`src/logic/rgmii_rx_pkg.sv`:
```
/*
 * Shared types and constants for the RGMII receive front end.
 * The in-band status layout follows the usual RGMII idle coding: link in
 * bit 0, clock speed in bits 2:1, duplex in bit 3. The upper nibble of an
 * idle byte is not decoded.
 * The CRC residue is given in MSB-first register order.
 */
`default_nettype none

package rgmii_rx_pkg;

    // ----------------------------------------------------------
    // byte and status types
    // ----------------------------------------------------------
    typedef logic [7:0] byte_t;                 // one received octet

    // bit 0 upward: link, speed, duplex
    typedef struct packed {
        logic       full_duplex;                // 1 = full, 0 = half
        logic [1:0] speed;                      // 00 10Mb, 01 100Mb, 10 1Gb
        logic       link_up;                    // 1 = link up
    } inband_status_t;

    typedef struct packed {
        logic [3:0]     rsvd;                   // not decoded
        inband_status_t status;
    } inband_pad_t;

    // same octet, read as frame data or as idle status
    typedef union packed {
        byte_t       data;
        inband_pad_t inband;
    } rx_byte_u;

    // ----------------------------------------------------------
    // CRC-32 and counter constants
    // ----------------------------------------------------------
    localparam logic [31:0] CRC_POLY    = 32'hEDB88320;  // 802.3 poly, reflected
    localparam logic [31:0] CRC_RESIDUE = 32'hC704DD7B;  // good-frame remainder

    localparam int CNT_W = 4;                   // byte counter width, saturates

endpackage

`default_nettype wire

```
`src/logic/rx_byte_if.sv`:
```
/*
 * Registered receive byte plus frame-phase flags.
 * Everything here is driven by the frame FSM in one clock domain;
 * CRC and output stage only read.
 */
`timescale 1ns/100ps
`default_nettype none

interface rx_byte_if;
    import rgmii_rx_pkg::*;

    rx_byte_u rx_byte;          // sampled octet, data or idle status
    logic     dv;               // registered data valid
    logic     err;              // registered error flag
    logic     in_payload;       // byte is past the preamble, dv high
    logic     frame_start;      // first byte of a frame in the register
    logic     frame_last_seen;  // dv just fell, previous byte was the last

    modport fsm_mp (output rx_byte, dv, err, in_payload, frame_start, frame_last_seen);

    modport crc_mp (input rx_byte, in_payload, frame_start);

    modport sink_mp (input rx_byte, dv, err, in_payload, frame_start, frame_last_seen);

endinterface

`default_nettype wire

```
`src/logic/rx_frame_fsm.sv`:
```
/*
 * Input register and frame phase tracking.
 * Expects SDR bytes already in the mac_rx_clk domain.
 * A frame starts on a rising edge of dv. If dv is already high when
 * reset ends, the first byte sampled after reset starts a frame.
 * Pin to interface latency is one cycle.
 */
`timescale 1ns/100ps
`default_nettype none

module rx_frame_fsm (
    input  logic                mac_rx_clk,
    input  logic                reset_i,
    input  rgmii_rx_pkg::byte_t rx_data_i,
    input  logic                rx_dv_i,
    input  logic                rx_err_i,
    output logic                cnt_clear_o,
    output logic                cnt_en_o,
    input  logic                preamble_done_i,
    rx_byte_if.fsm_mp           byte_if
);

    localparam logic [1:0] ST_IDLE = 2'd0;
    localparam logic [1:0] ST_PRE  = 2'd1;   // stripping preamble + SFD
    localparam logic [1:0] ST_PAY  = 2'd2;   // payload and FCS

    logic [1:0] state_q;
    logic [1:0] state_nxt;
    logic       dv_rise;

    // pin dv high while registered dv is low
    assign dv_rise = rx_dv_i & ~byte_if.dv;

    // counter index tracks the byte now entering the register
    assign cnt_clear_o = dv_rise;
    assign cnt_en_o    = rx_dv_i;

    // ----------------------------------------------------------
    // next state
    // ----------------------------------------------------------
    always_comb begin
        state_nxt = state_q;
        case (state_q)
            ST_IDLE: begin
                if (dv_rise) state_nxt = ST_PRE;
            end
            ST_PRE: begin
                if (!rx_dv_i) begin
                    state_nxt = ST_IDLE;            // runt frame dropped in preamble
                end else if (preamble_done_i) begin
                    state_nxt = ST_PAY;             // SFD sits in the register
                end
            end
            ST_PAY: begin
                if (!rx_dv_i) state_nxt = ST_IDLE;
            end
            default: state_nxt = ST_IDLE;
        endcase
    end

    // ----------------------------------------------------------
    // state and interface flags
    // ----------------------------------------------------------
    always_ff @(posedge mac_rx_clk) begin
        if (reset_i) begin
            state_q                 <= ST_IDLE;
            byte_if.dv              <= 1'b0;
            byte_if.err             <= 1'b0;
            byte_if.in_payload      <= 1'b0;
            byte_if.frame_start     <= 1'b0;
            byte_if.frame_last_seen <= 1'b0;
        end else begin
            state_q                 <= state_nxt;
            byte_if.dv              <= rx_dv_i;
            byte_if.err             <= rx_err_i;
            byte_if.in_payload      <= (state_nxt == ST_PAY);   // implies dv
            byte_if.frame_start     <= dv_rise;
            byte_if.frame_last_seen <= ~rx_dv_i & byte_if.dv;   // falling dv
        end
    end

    // octet loaded every cycle
    always_ff @(posedge mac_rx_clk) begin
        byte_if.rx_byte.data <= rx_data_i;
    end

endmodule

`default_nettype wire

```
`src/logic/rx_byte_counter.sv`:
```
/*
 * Byte index within the current frame.
 * Saturates at the top of CNT_W, so PREAMBLE_LEN must stay in 2..15.
 * Clear wins over enable.
 */
`timescale 1ns/100ps
`default_nettype none

module rx_byte_counter #(
    parameter int unsigned PREAMBLE_LEN = 8     // bytes stripped, SFD included
) (
    input  logic mac_rx_clk,
    input  logic reset_i,
    input  logic clear_i,
    input  logic en_i,
    output logic preamble_done_o
);
    import rgmii_rx_pkg::*;

    logic [CNT_W-1:0] cnt_q;

    always_ff @(posedge mac_rx_clk) begin
        if (reset_i) begin
            cnt_q <= '0;
        end else if (clear_i) begin
            cnt_q <= '0;                        // first byte of frame is index 0
        end else if (en_i && (cnt_q != '1)) begin
            cnt_q <= cnt_q + 1'b1;              // hold at all ones
        end
    end

    // last preamble byte in the register, next one is payload
    assign preamble_done_o = (cnt_q == CNT_W'(PREAMBLE_LEN - 1));

endmodule

`default_nettype wire

```
`src/logic/rx_crc32_check.sv`:
```
/*
 * CRC-32 check over payload and FCS, one byte per clock, LSB first.
 * Register is preset on frame start and left as is after the frame;
 * crc_ok_o is only meaningful when the last FCS byte has been folded in.
 * No final inversion is applied, a good frame leaves the fixed residue.
 */
`timescale 1ns/100ps
`default_nettype none

module rx_crc32_check (
    input  logic      mac_rx_clk,
    input  logic      reset_i,
    rx_byte_if.crc_mp byte_if,
    output logic      crc_ok_o
);
    import rgmii_rx_pkg::*;

    logic [31:0] crc_q;     // reflected register, bit 0 shifts out first
    logic [31:0] crc_rev;   // same value in MSB-first order

    // ----------------------------------------------------------
    // one octet through the reflected LFSR
    // ----------------------------------------------------------
    function automatic logic [31:0] crc_step(input logic [31:0] crc_in, input byte_t d);
        logic [31:0] c;
        c = crc_in;
        for (int i = 0; i < 8; i++) begin
            if (c[0] ^ d[i]) begin
                c = (c >> 1) ^ CRC_POLY;
            end else begin
                c = c >> 1;
            end
        end
        return c;
    endfunction

    always_ff @(posedge mac_rx_clk) begin
        if (reset_i) begin
            crc_q <= '1;
        end else if (byte_if.frame_start) begin
            crc_q <= '1;                        // preset, preamble not folded
        end else if (byte_if.in_payload) begin
            crc_q <= crc_step(crc_q, byte_if.rx_byte.data);
        end
    end

    // ----------------------------------------------------------
    // residue compare
    // ----------------------------------------------------------
    // residue constant is kept MSB first, so mirror the register
    always_comb begin
        for (int i = 0; i < 32; i++) begin
            crc_rev[i] = crc_q[31-i];
        end
    end

    assign crc_ok_o = (crc_rev == CRC_RESIDUE);   // comb from register

endmodule

`default_nettype wire

```
`src/logic/rx_stream_out.sv`:
```
/*
 * Output stream stage: one hold register, then the port registers.
 * Two cycles from interface byte to ports, flags aligned with the byte.
 * eof, crc_good and fr_err appear only on the last payload byte;
 * a frame that ends inside its preamble produces nothing.
 * status_o follows idle bytes received without error.
 */
`timescale 1ns/100ps
`default_nettype none

module rx_stream_out (
    input  logic                         mac_rx_clk,
    input  logic                         reset_i,
    rx_byte_if.sink_mp                   byte_if,
    input  logic                         crc_ok_i,
    output rgmii_rx_pkg::byte_t          mac_rx_data_o,
    output logic                         mac_rx_valid_o,
    output logic                         mac_rx_sof_o,
    output logic                         mac_rx_eof_o,
    output logic                         mac_rx_crc_good_o,
    output logic                         mac_rx_fr_err_o,
    output rgmii_rx_pkg::inband_status_t status_o
);
    import rgmii_rx_pkg::*;

    byte_t          hold_data;
    logic           hold_valid;     // held byte is payload
    logic           hold_first;     // held byte is first after preamble
    logic           err_sticky;     // some byte of this frame had err
    logic           frame_end;      // held byte is the last one
    inband_status_t status_hold;

    assign frame_end = hold_valid & byte_if.frame_last_seen;

    // ----------------------------------------------------------
    // hold stage
    // ----------------------------------------------------------
    always_ff @(posedge mac_rx_clk) begin
        hold_data <= byte_if.rx_byte.data;
    end

    always_ff @(posedge mac_rx_clk) begin
        if (reset_i) begin
            hold_valid  <= 1'b0;
            hold_first  <= 1'b0;
            err_sticky  <= 1'b0;
            status_hold <= '0;
        end else begin
            hold_valid <= byte_if.in_payload;
            hold_first <= byte_if.in_payload & ~hold_valid;   // payload rising
            if (byte_if.frame_start) begin
                err_sticky <= byte_if.err;                    // restart per frame
            end else if (byte_if.dv && byte_if.err) begin
                err_sticky <= 1'b1;
            end
            // idle byte carries PHY status
            if (!byte_if.dv && !byte_if.err) begin
                status_hold <= byte_if.rx_byte.inband.status;
            end
        end
    end

    // ----------------------------------------------------------
    // port registers
    // ----------------------------------------------------------
    always_ff @(posedge mac_rx_clk) begin
        mac_rx_data_o <= hold_data;
    end

    always_ff @(posedge mac_rx_clk) begin
        if (reset_i) begin
            mac_rx_valid_o    <= 1'b0;
            mac_rx_sof_o      <= 1'b0;
            mac_rx_eof_o      <= 1'b0;
            mac_rx_crc_good_o <= 1'b0;
            mac_rx_fr_err_o   <= 1'b0;
            status_o          <= '0;
        end else begin
            mac_rx_valid_o    <= hold_valid;
            mac_rx_sof_o      <= hold_first;
            mac_rx_eof_o      <= frame_end;
            mac_rx_crc_good_o <= frame_end & crc_ok_i;     // last FCS byte folded
            mac_rx_fr_err_o   <= frame_end & err_sticky;
            status_o          <= status_hold;
        end
    end

endmodule

`default_nettype wire

```
`src/logic/rgmii_rx_top.sv`:
```
/*
 * Receive side of a gigabit RGMII MAC front end.
 * Input is the SDR byte stream after the DDR capture, on mac_rx_clk.
 * No back-pressure; output lags the pins by exactly two clocks.
 * Preamble of PREAMBLE_LEN bytes (SFD included) is removed, the FCS is
 * passed on and checked.
 */
`timescale 1ns/100ps
`default_nettype none

module rgmii_rx_top #(
    parameter int unsigned PREAMBLE_LEN = 8
) (
    input  logic                         mac_rx_clk,
    input  logic                         reset_i,
    input  rgmii_rx_pkg::byte_t          rx_data_i,
    input  logic                         rx_dv_i,
    input  logic                         rx_err_i,
    output rgmii_rx_pkg::byte_t          mac_rx_data_o,
    output logic                         mac_rx_valid_o,
    output logic                         mac_rx_sof_o,
    output logic                         mac_rx_eof_o,
    output logic                         mac_rx_crc_good_o,
    output logic                         mac_rx_fr_err_o,
    output rgmii_rx_pkg::inband_status_t status_o
);

    logic cnt_clear;
    logic cnt_en;
    logic preamble_done;
    logic crc_ok;

    rx_byte_if rx_if ();        // registered byte and phase flags

    // ----------------------------------------------------------
    // input register and phase tracking
    // ----------------------------------------------------------
    rx_frame_fsm fsm0 (
        .mac_rx_clk      (mac_rx_clk),
        .reset_i         (reset_i),
        .rx_data_i       (rx_data_i),
        .rx_dv_i         (rx_dv_i),
        .rx_err_i        (rx_err_i),
        .cnt_clear_o     (cnt_clear),
        .cnt_en_o        (cnt_en),
        .preamble_done_i (preamble_done),
        .byte_if         (rx_if.fsm_mp)
    );

    rx_byte_counter #(
        .PREAMBLE_LEN (PREAMBLE_LEN)
    ) cnt0 (
        .mac_rx_clk      (mac_rx_clk),
        .reset_i         (reset_i),
        .clear_i         (cnt_clear),
        .en_i            (cnt_en),
        .preamble_done_o (preamble_done)
    );

    // ----------------------------------------------------------
    // FCS check and output stream
    // ----------------------------------------------------------
    rx_crc32_check crc0 (
        .mac_rx_clk (mac_rx_clk),
        .reset_i    (reset_i),
        .byte_if    (rx_if.crc_mp),
        .crc_ok_o   (crc_ok)
    );

    rx_stream_out out0 (
        .mac_rx_clk        (mac_rx_clk),
        .reset_i           (reset_i),
        .byte_if           (rx_if.sink_mp),
        .crc_ok_i          (crc_ok),
        .mac_rx_data_o     (mac_rx_data_o),
        .mac_rx_valid_o    (mac_rx_valid_o),
        .mac_rx_sof_o      (mac_rx_sof_o),
        .mac_rx_eof_o      (mac_rx_eof_o),
        .mac_rx_crc_good_o (mac_rx_crc_good_o),
        .mac_rx_fr_err_o   (mac_rx_fr_err_o),
        .status_o          (status_o)
    );

endmodule

`default_nettype wire

```
`config.mk`:
```
export PLATFORM = sky130hd
export DESIGN_NAME = rgmii_rx_top
export DESIGN_NICKNAME = d
export VERILOG_FILES = /design/src/logic/rgmii_rx_pkg.sv /design/src/logic/rx_byte_if.sv /design/src/logic/rx_frame_fsm.sv /design/src/logic/rx_byte_counter.sv /design/src/logic/rx_crc32_check.sv /design/src/logic/rx_stream_out.sv /design/src/logic/rgmii_rx_top.sv
export SDC_FILE = /design/constraint.sdc
export NUM_CORES = 1
export LEC_CHECK = 0
export BUFFER_PORTS_ARGS = -buffer_cell sky130_fd_sc_hd__buf_2
export CAP_MARGIN = 20
export CORE_MARGIN = 2
export CORE_UTILIZATION = 55
export DETAILED_ROUTE_END_ITERATION = 10
export PLACE_DENSITY = 0.71
export SETUP_SLACK_MARGIN = 0.15
export SLEW_MARGIN = 20
export SYNTH_ARGS = -nofsm -noshare
export SYNTH_HDL_FRONTEND = slang
export SYNTH_SLANG_ARGS = --single-unit
```
`constraint.sdc`:
```
create_clock -name mac_rx_clk -period 3.25 [get_ports mac_rx_clk]
set_input_delay 0.325 -clock mac_rx_clk [delete_from_list [all_inputs] [get_ports mac_rx_clk]]
set_output_delay 0.325 -clock mac_rx_clk [all_outputs]
set_load 0.1 [all_outputs]
```
### Word level (Yosys, flattened, before mapping)

Cells that the tools add are included.

* flip-flop bits (word level): 83
* input bits: 12
* output and inout port bits: 17
* word-level logic and storage cells: 102

* add/sub/neg operators: 1
* equality and inequality tests: 6
* muxes and demuxes: 36
* bitwise gates (word level): 25
* reductions and logical operators: 9

Operator list (count)
* $mux W32: 29
* $not A13 Y14: 8
* $eq A32 B32 Y1 const B: 1
* $mux W2: 4
* $xor A1 B1 Y1: 8
* $and A1 B1 Y1: 6
* $pmux W2 S3: 1
* $add A4 B1 Y4 const B: 1
* $eq A2 B2 Y1 const B: 2
* $eq A4 B3 Y1 const B: 1
* $ne A4 B4 Y1 const B: 1
* $reduce_or A2 Y1: 2
* $logic_and A1 B1 Y1: 3
* $not A1 Y1: 3
* $eq A2 B1 Y1 const B: 1
* $logic_not A1 Y1: 2
* $logic_not A2 Y1: 1
* $mux W1: 2
* $reduce_bool A2 Y1: 1

### Longest topological paths before layout

Gate-level depths: netlist of the first run.

* word-level depth: 37
* mapped depth: 6

### By module

Synthesis of the first run repeated with hierarchy kept, for this count alone.

* cell total of the unflattened synthesis: 292
* area total of the unflattened synthesis: 3574.7 sq um

Modules (own cells, without submodules)
* rx_crc32_check: instances 1, cells an instance 186, area each 2149.6 sq um, seq. area each 640.6 sq um
* rx_stream_out: instances 1, cells an instance 56, area each 819.5 sq um, seq. area each 640.6 sq um
* rx_frame_fsm: instances 1, cells an instance 28, area each 406.6 sq um, seq. area each 300.3 sq um
* rx_byte_counter: instances 1, cells an instance 22, area each 198.9 sq um, seq. area each 80.1 sq um

### Worst setup path after synthesis of the first run

OpenSTA, ideal clock, no wires.

* path kind: register to register
* start: reg crc0.crc_q[0]
* end: reg crc0.crc_q[25]
* data arrival time: 1692 ps
* path slack: 1428 ps
* stages on the path, launching flop included: 6
* buffers on the path: 0
* period minus slack after synthesis: 1822 ps
* path through: dfxtp_1 -> xor2_4 -> xnor3_2 -> xnor3_1 -> nor2_1 -> o21ai_1

* word-level cells in the longest chain between the ends: 31

Ends and longest elaborated chain
* start: declaration: RTL line rx_crc32_check.sv:18 `logic [31:0] crc_q;`
* start signal: assignment: RTL line rx_crc32_check.sv:43 `crc_q <= crc_step(crc_q, byte_if.rx_byte.data);`
* $xor A1 B1 Y1: RTL line rx_crc32_check.sv:28 `if (c[0] ^ d[i]) begin`
* $mux W32: RTL line rx_crc32_check.sv:28
* $mux W32: RTL line rx_crc32_check.sv:42 `end else if (byte_if.in_payload) begin`
* $mux W32: RTL line rx_crc32_check.sv:40 `end else if (byte_if.frame_start) begin`
* $mux W32: RTL line rx_crc32_check.sv:38 `if (reset_i) begin`
* $mux W32: RTL line rx_crc32_check.sv:28
* $mux W32: RTL line rx_crc32_check.sv:42
* $mux W32: RTL line rx_crc32_check.sv:40
* [... 15 more ...]
* $mux W32: RTL line rx_crc32_check.sv:40
* $mux W32: RTL line rx_crc32_check.sv:38
* $xor A1 B1 Y1: RTL line rx_crc32_check.sv:28
* $mux W32: RTL line rx_crc32_check.sv:28
* $mux W32: RTL line rx_crc32_check.sv:42
* $mux W32: RTL line rx_crc32_check.sv:40
* $mux W32: RTL line rx_crc32_check.sv:38
* $mux W32: RTL line rx_crc32_check.sv:28

Every way passes these cells. The select of a mux whose other input is x is not followed.
A chain may end at the register's enable or synchronous reset.

### Worst setup path in the final report of the first run

* start: reg crc0.crc_q[5]
* end: reg crc0.crc_q[25]

* word-level cells in the longest chain between the ends: 31

Ends and longest elaborated chain (RTL line)
* $mux W32 *: rx_crc32_check.sv:28
* $mux W32 *: rx_crc32_check.sv:42
* $mux W32 *: rx_crc32_check.sv:40
* $mux W32 *: rx_crc32_check.sv:38
* $mux W32 *: rx_crc32_check.sv:28
* $mux W32 *: rx_crc32_check.sv:42
* $mux W32 *: rx_crc32_check.sv:40
* $mux W32 *: rx_crc32_check.sv:38
* [... 15 more ...]
* $mux W32 *: rx_crc32_check.sv:40
* $mux W32 *: rx_crc32_check.sv:38
* $not A13 Y14 (no source line)
* $mux W32 *: rx_crc32_check.sv:28
* $mux W32 *: rx_crc32_check.sv:42
* $mux W32 *: rx_crc32_check.sv:40
* $mux W32 *: rx_crc32_check.sv:38
* $mux W32 *: rx_crc32_check.sv:28

Every way passes the cells marked *; elsewhere a longest branch is shown, timed or not. The select of a mux whose other input is x is not followed.

==> results of run 1 <==
placed cells by master, fill, tap and decap left out, types with 4 or more instances in the layout:
master / netlist / routed
nor2_1: 41 / 41
nor3_1: 4 / 4
dfxtp_1: 83 / 83
xnor2_1: 37 / 37
xor2_1: 21 / 21
buf_2: 0 / 28
nand2_1: 27 / 27
nor2b_1: 7 / 7
nand3_1: 4 / 4
clkbuf_8: 0 / 9
a21oi_1: 11 / 11
o21ai_0: 24 / 24
xnor2_2: 6 / 6
o211ai_1: 9 / 9
state kept, by name, indices dropped and copies added (netlist names), 2 cells and up:
register and flops:
fsm0.state_q 2, cnt0.cnt_q 4, out0.status_hold 4, out0.status_o 4, crc0.crc_q 32, out0.hold_data 8, fsm0.byte_if.rx_byte 8, out0.mac_rx_data_o 8
power by group:
part           internal, mW  leakage, nW  switching (mW)
combinational         0.105        0.757           0.160
clock                 0.292       0.0936           0.406
sequential             1.04        0.682          0.0151
total                  1.44         1.53           0.581
Yosys cell counts (all sizes together), types with 2 or more instances:
master and n:
xor2 22, nand4b 2, inv 2, nand2b 2, nor2b 7, o211ai 9
nor2 41, dfxtp 83, clkbuf 12, nand4 2, nor3 4, o21ai 26
xnor3 5, nor4 2, and2 2, a21oi 11, xnor2 43, nand2 27
nand3 4
layout make-up:
| class | count | area (um^2) | share of cell area, % |
|---|---|---|---|
| Tap cell | 72 | 90.1 | 2.48 |
| Clock buffer | 9 | 124 | 3.41 |
| Timing Repair Buffer | 31 | 163 | 4.48 |
| Multi-Input combinational cell | 221 | 1520 | 41.8 |
| Inverter | 3 | 11.3 | 0.310 |
| Clock inverter | 7 | 61.3 | 1.69 |
| Sequential cell | 83 | 1660 | 45.8 |
logic make-up after synthesis:
group                    count (synthesis)  share of synthesized area (%)
AO/OA/AOI/OAI                           50                           8.93
buffers and inverters                   15                           1.74
AND/OR/NAND/NOR                         99                           14.2
multiplexers                             1                          0.309
flip-flops                              83                           51.4
adder cells (fa/ha/maj)                  1                          0.387
XOR/XNOR                                70                           23.1
routing by layer:
| layer | wire (um) | part of all wire [%] | global-route usage, % | vias up |
|---|---|---|---|---|
| met3 | 330 | 5.2 | 4.04 | 13 |
| li1 | - | - | - | 1114 |
| met4 | 140 | 2.2 | 11.2 | 0 |
| met2 | 2970 | 47 | 33.5 | 51 |
| met1 | 2930 | 46 | 30.0 | 1059 |
| met5 | 0 | 0 | 0 | - |
through the flow:
step                      utilization, %  std cells
after global routing                64.7        426
after detailed placement            61.4        410
after CTS                           64.7        426
final                               64.7        426
after global placement              61.4        410
after floorplan                        -        319
worst max-delay path, delay by kind of cell (launching register included):
kind	cells	cell delay (ns)
xor+xnor	3	1.44
compound gates	1	0.06
flops	1	0.34
simple gates	1	0.09
path summary, 6_finish.rpt:
| check | startpoint | end | slack, ns |
|---|---|---|---|
| worst max-delay path | crc0.crc_q[5] | crc0.crc_q[25] | 1.20 |
| worst min-delay path | rx_data_i[1] | fsm0.byte_if.rx_byte[1] | 0.06 |
| worst max register to register | crc0.crc_q[5] | crc0.crc_q[25] | 1.20 |
| worst min register to register | out0.hold_data[5] | out0.mac_rx_data_o[5] | 0.33 |
==> key figures, run 1 <==
Outcome
  • Outcome: completed

Timing
  • Setup-violating endpoint count in the final report: 0
  • Period utilisation layout: 63.0%
  • Setup ws final: 1.20 ns
  • Post-layout minimum cycle time: 2.05 ns
  • Relative slew slack: 49.2%
  • Clock Skew: 0.0107 ns
  • Tightest Pin Transition: 0.757 ns
  • Fin. Hold Viols: 0
  • RSZ-0062 raised after global routing: false
  • Min Hold Slack: 0.0563 ns
  • Fmax: 0.489 GHz
  • Total negative setup slack: 0 ns
  • Final Slew Violations: 0

Synth
  • Ys async rst share: 0%
  • Gate count of the mapped netlist: 319
  • Syn Area/Cell: 10.1 um^2
  • Register bit total from synthesis: 83
  • Post-synthesis sequential area ratio: 51.4%
  • Syn Std Cell Area: 3240 um^2
  • Synth area leader: dfxtp_1
  • Ys flop type: dfxtp_1
  • Syn_nets: 332
  • Synth area leaders: dfxtp_1 51%, xnor2_1 10%, xor2_1 5.7%
  • YS warnings: 0
  • Number of synthesized flops with an enable pin: 0
  • Netlist cell types: 37
  • Area share of the largest cell type after synthesis: 51.4%

Die
  • Die ar.: 6510 um^2
  • Die Wd: 80.7 um
  • Die Y: 80.7 um
  • Starting Density: 57.7%
  • I/O pins: 29
  • Core area: 5610 um^2
  • FP Rows: 27

GRT
  • Initial antenna violation count: 0
  • First-pass GRT wire length: 10,400 um
  • GRT Residual Overflow: 0
  • GRT Util Overall: 22.0%
  • Vias in the first global route: 2,052
  • Largest net degree at the start of global routing: 35

Setup path
  • CP Cell Sequence: xnor2_1, xnor3_2, xnor3_1, nor2_1, o21ai_1
  • CP Capture Type: flop
  • WS Path Type: flop to flop
  • Arrival time at the worst endpoint: 2.29 ns
  • CP required: 3.49 ns
  • Startpoint types: flop
  • CP max stage cell: xnor2_1
  • Max incr delay on CP: 0.63 ns
  • FF-to-FF path depth: 5
  • Critical path peak fanout: 6

Clock tree
  • H-tree depth: 3
  • Cts hold-fix bufs: 0
  • CTS tree: done
  • Longest Clk Path Bufs: 2
  • Clock Latency Late Sink: 0.36 ns
  • Num Clock Sinks: 83
  • CTS Root Cell: clkbuf_8
  • Setup Fix Bufs, Post-CTS: 0
  • CTS Buf Count: 9
  • Reg clk slew, reported paths: 0.09 ns
  • Post_cts resized: 0

Drt
  • Router iterations before antenna repair: 4
  • Drt total wl: 6370 um
  • Final antenna-violating net count: 0
  • # DRC: 0
  • Via/cell ratio: 5.25
  • Initial DRC count: 130
  • Drt wl/cell: 15.0 um
  • Via count: 2,237

Placement
  • Post-Place Setup Slack: 1.19 ns
  • Port bufs: 28
  • GPL Wtd Cong: 0.807
  • Placed standard-cell area: 3440 um^2
  • Dpl hpwl: 4470 um

Power
  • PD cells: 557 nW/um^2
  • Max VDD drop: 0.400 mV
  • Leak pwr: 1.53 nW
  • Pwr Total: 2.02 mW

Worst hold path
  • Hold crit path type: input pin to flop
  • Hold Path Cell Cnt: 1

Cells and area
  • Ratio of cells with drive above 1 in the final layout: 16.9%
  • Layout Nets: 362
  • Ant diodes: 0
  • Final instance area: 3630 um^2
  • Area grow syn2layout: 12.1%
  • Fill cell count: 493

Run
  • MaxCap Viol Count: 0
(Power assumes the default switching activity.)
==> inputs of run 2 (changes only) <==
- clock period: 3.25 -> 2 ns (I/O delays scaled with it)
==> key figures, run 2 (same netlist as run 1, synthesis figures left out) <==
Cells and area
  • Most frequent cells in the layout: 81 x dfxtp_1, 41 x nor2_1, 36 x xnor2_1, 28 x buf_2, 27 x nand2_1
  • Final instance area: 3870 um^2
  • Area grow syn2layout: 19.6%
  • Max FFs per register: 32
  • Ant diodes: 0
  • Largest register by flop count: crc0.crc_q
  • Layout Nets: 383
  • Most common cell after layout, fill and taps aside: dfxtp_1
  • Ratio of cells with drive above 1 in the final layout: 20.3%

Clock tree
  • CTS Root Cell: clkbuf_8
  • Clock Latency Late Sink: 0.36 ns
  • CTS tree: done
  • Reg clk slew, reported paths: 0.09 ns
  • CTS Buf Count: 9
  • Num Clock Sinks: 83
  • Longest Clk Path Bufs: 2
  • H-tree depth: 3

Worst hold path
  • Hold Path Cell Cnt: 2
  • Origin of the worst min-delay path: rx_err_i
  • WHS Endpoint: fsm0.byte_if.err
  • Hold crit path type: input pin to flop

GRT
  • GRT Util Overall: 22.4%
  • Largest net degree at the start of global routing: 43
  • GRT Residual Overflow: 0
  • Vias in the first global route: 2,258
  • Initial antenna violation count: 0
  • First-pass GRT wire length: 10,900 um

Placement
  • Port bufs: 28
  • GPL Wtd Cong: 0.874
  • Placed standard-cell area: 3530 um^2
  • Dpl hpwl: 4510 um
  • Post-Place Setup Slack: 0.0442 ns

Drt
  • Drt total wl: 6650 um
  • Via/cell ratio: 5.15
  • Router iterations before antenna repair: 4
  • Via count: 2,303
  • # DRC: 0
  • Drt wl/cell: 14.9 um
  • Final antenna-violating net count: 0
  • Initial DRC count: 102

Run
  • MaxCap Viol Count: 0

Timing
  • Relative slew slack: 65.7%
  • Post-layout minimum cycle time: 1.79 ns
  • Setup ws final: 0.210 ns
  • RSZ-0062 raised after global routing: true
  • Total negative setup slack: 0 ns
  • Fmax: 0.559 GHz
  • Clock Skew: 0.00886 ns
  • Period utilisation layout: 89.5%
  • Tightest Pin Transition: 0.507 ns
  • Fin. Hold Viols: 0
  • Setup-violating endpoint count in the final report: 0
  • Final Slew Violations: 0

Die
  • I/O pins: 29
  • Die Y: 80.7 um
  • Die Wd: 80.7 um
  • Core area: 5610 um^2
  • FP Rows: 27
  • Starting Density: 57.7%
  • Die ar.: 6510 um^2

Setup path
  • Crit. Startpoint: crc0.crc_q[6]
  • FF-to-FF path depth: 5
  • R2R Path End: crc0.crc_q[19]
  • Worst r2r src: crc0.crc_q[6]
  • Worst R2R Setup Slack: 0.21 ns
  • WS Path Type: flop to flop
  • Startpoint types: flop
  • CP required: 2.23 ns
  • Critical path peak fanout: 5
  • Arrival time at the worst endpoint: 2.02 ns
  • CP Capture Type: flop

Outcome
  • Outcome: completed

Power
  • Pwr Total: 3.44 mW
  • PD cells: 888 nW/um^2
  • Leak pwr: 1.65 nW
  • Max VDD drop: 0.608 mV
-- run 2: changes by cell type in the layout (fill, tap and decap cells not counted), sizes merged --
cell and change:
dlygate4sd3 +8, bufinv +1, clkinv -1, buf +13
-- run 2: metrics by stage --
| stage | instances | utilization [%] | hold WS, ns |
|---|---|---|---|
| 3_5_place_dp | 421 | 62.9 | 0.304 |
| 4_1_cts | 447 | 68.5 | 0.0425 |
| 5_1_grt | 447 | 69.0 | 0.0956 |
| 6_report | 447 | 69.0 | 0.0524 |
| 3_3_place_gp | 421 | 62.9 | 0.302 |
| 2_1_floorplan | 319 | - | 0.228 |
-- run 2: worst max-delay path by stage --
stage                     end  slack [ns]  cells past startpoint
6_report       crc0.crc_q[19]        0.21                      5
5_1_grt        crc0.crc_q[13]        0.10                      7
4_1_cts        crc0.crc_q[13]        0.16                      7
3_5_place_dp   crc0.crc_q[25]        0.04                      5
3_3_place_gp   crc0.crc_q[25]        0.16                      5
2_1_floorplan  crc0.crc_q[25]        0.18                      5
-- run 2: power by group --
part           total [mW]  leakage (nW)  internal [mW]  switching (mW)
registers            1.72         0.681           1.69          0.0266
clock network        1.23         0.101          0.594           0.640
logic               0.484         0.863          0.210           0.274
total                3.44          1.65           2.50           0.940
-- run 2: area by class of cell --
class	count	area, um^2
clock buffers	9	124
multi-input cells	221	1560
clock inverters	7	81.3
inverters	3	11.3
fillers	438	1740
repair buffers	52	340
well taps	72	90.1
flip-flops and latches	83	1660
-- run 2: metal layers --
metal / global-route usage, % / up-vias / share of wire, %
li1: - / 1152 / -
met1: 29.2 / 1095 / 45
met2: 36.3 / 48 / 50
met3: 5.17 / 8 / 4.3
met4: 8.81 / 0 / 1.1
met5: 0 / - / 0
-- run 2: worst max-delay path, stage by stage (launching register included) --
cell,delay [ns]
dfxtp_1,0.38
xnor2_4,0.30
xor2_1,0.34
xnor3_1,0.43
xnor2_1,0.17
o21ai_1,0.06
-- run 2: what timing repair did --
action / in CTS / in global routing
hold buffers: 8 / 0
pin swaps: 2 / 1
setup endpoints to repair: 4 / 10
gates resized for setup: 2 / 5
buffers inserted: 2 / 0
endpoints found under the hold margin: 8 / 0
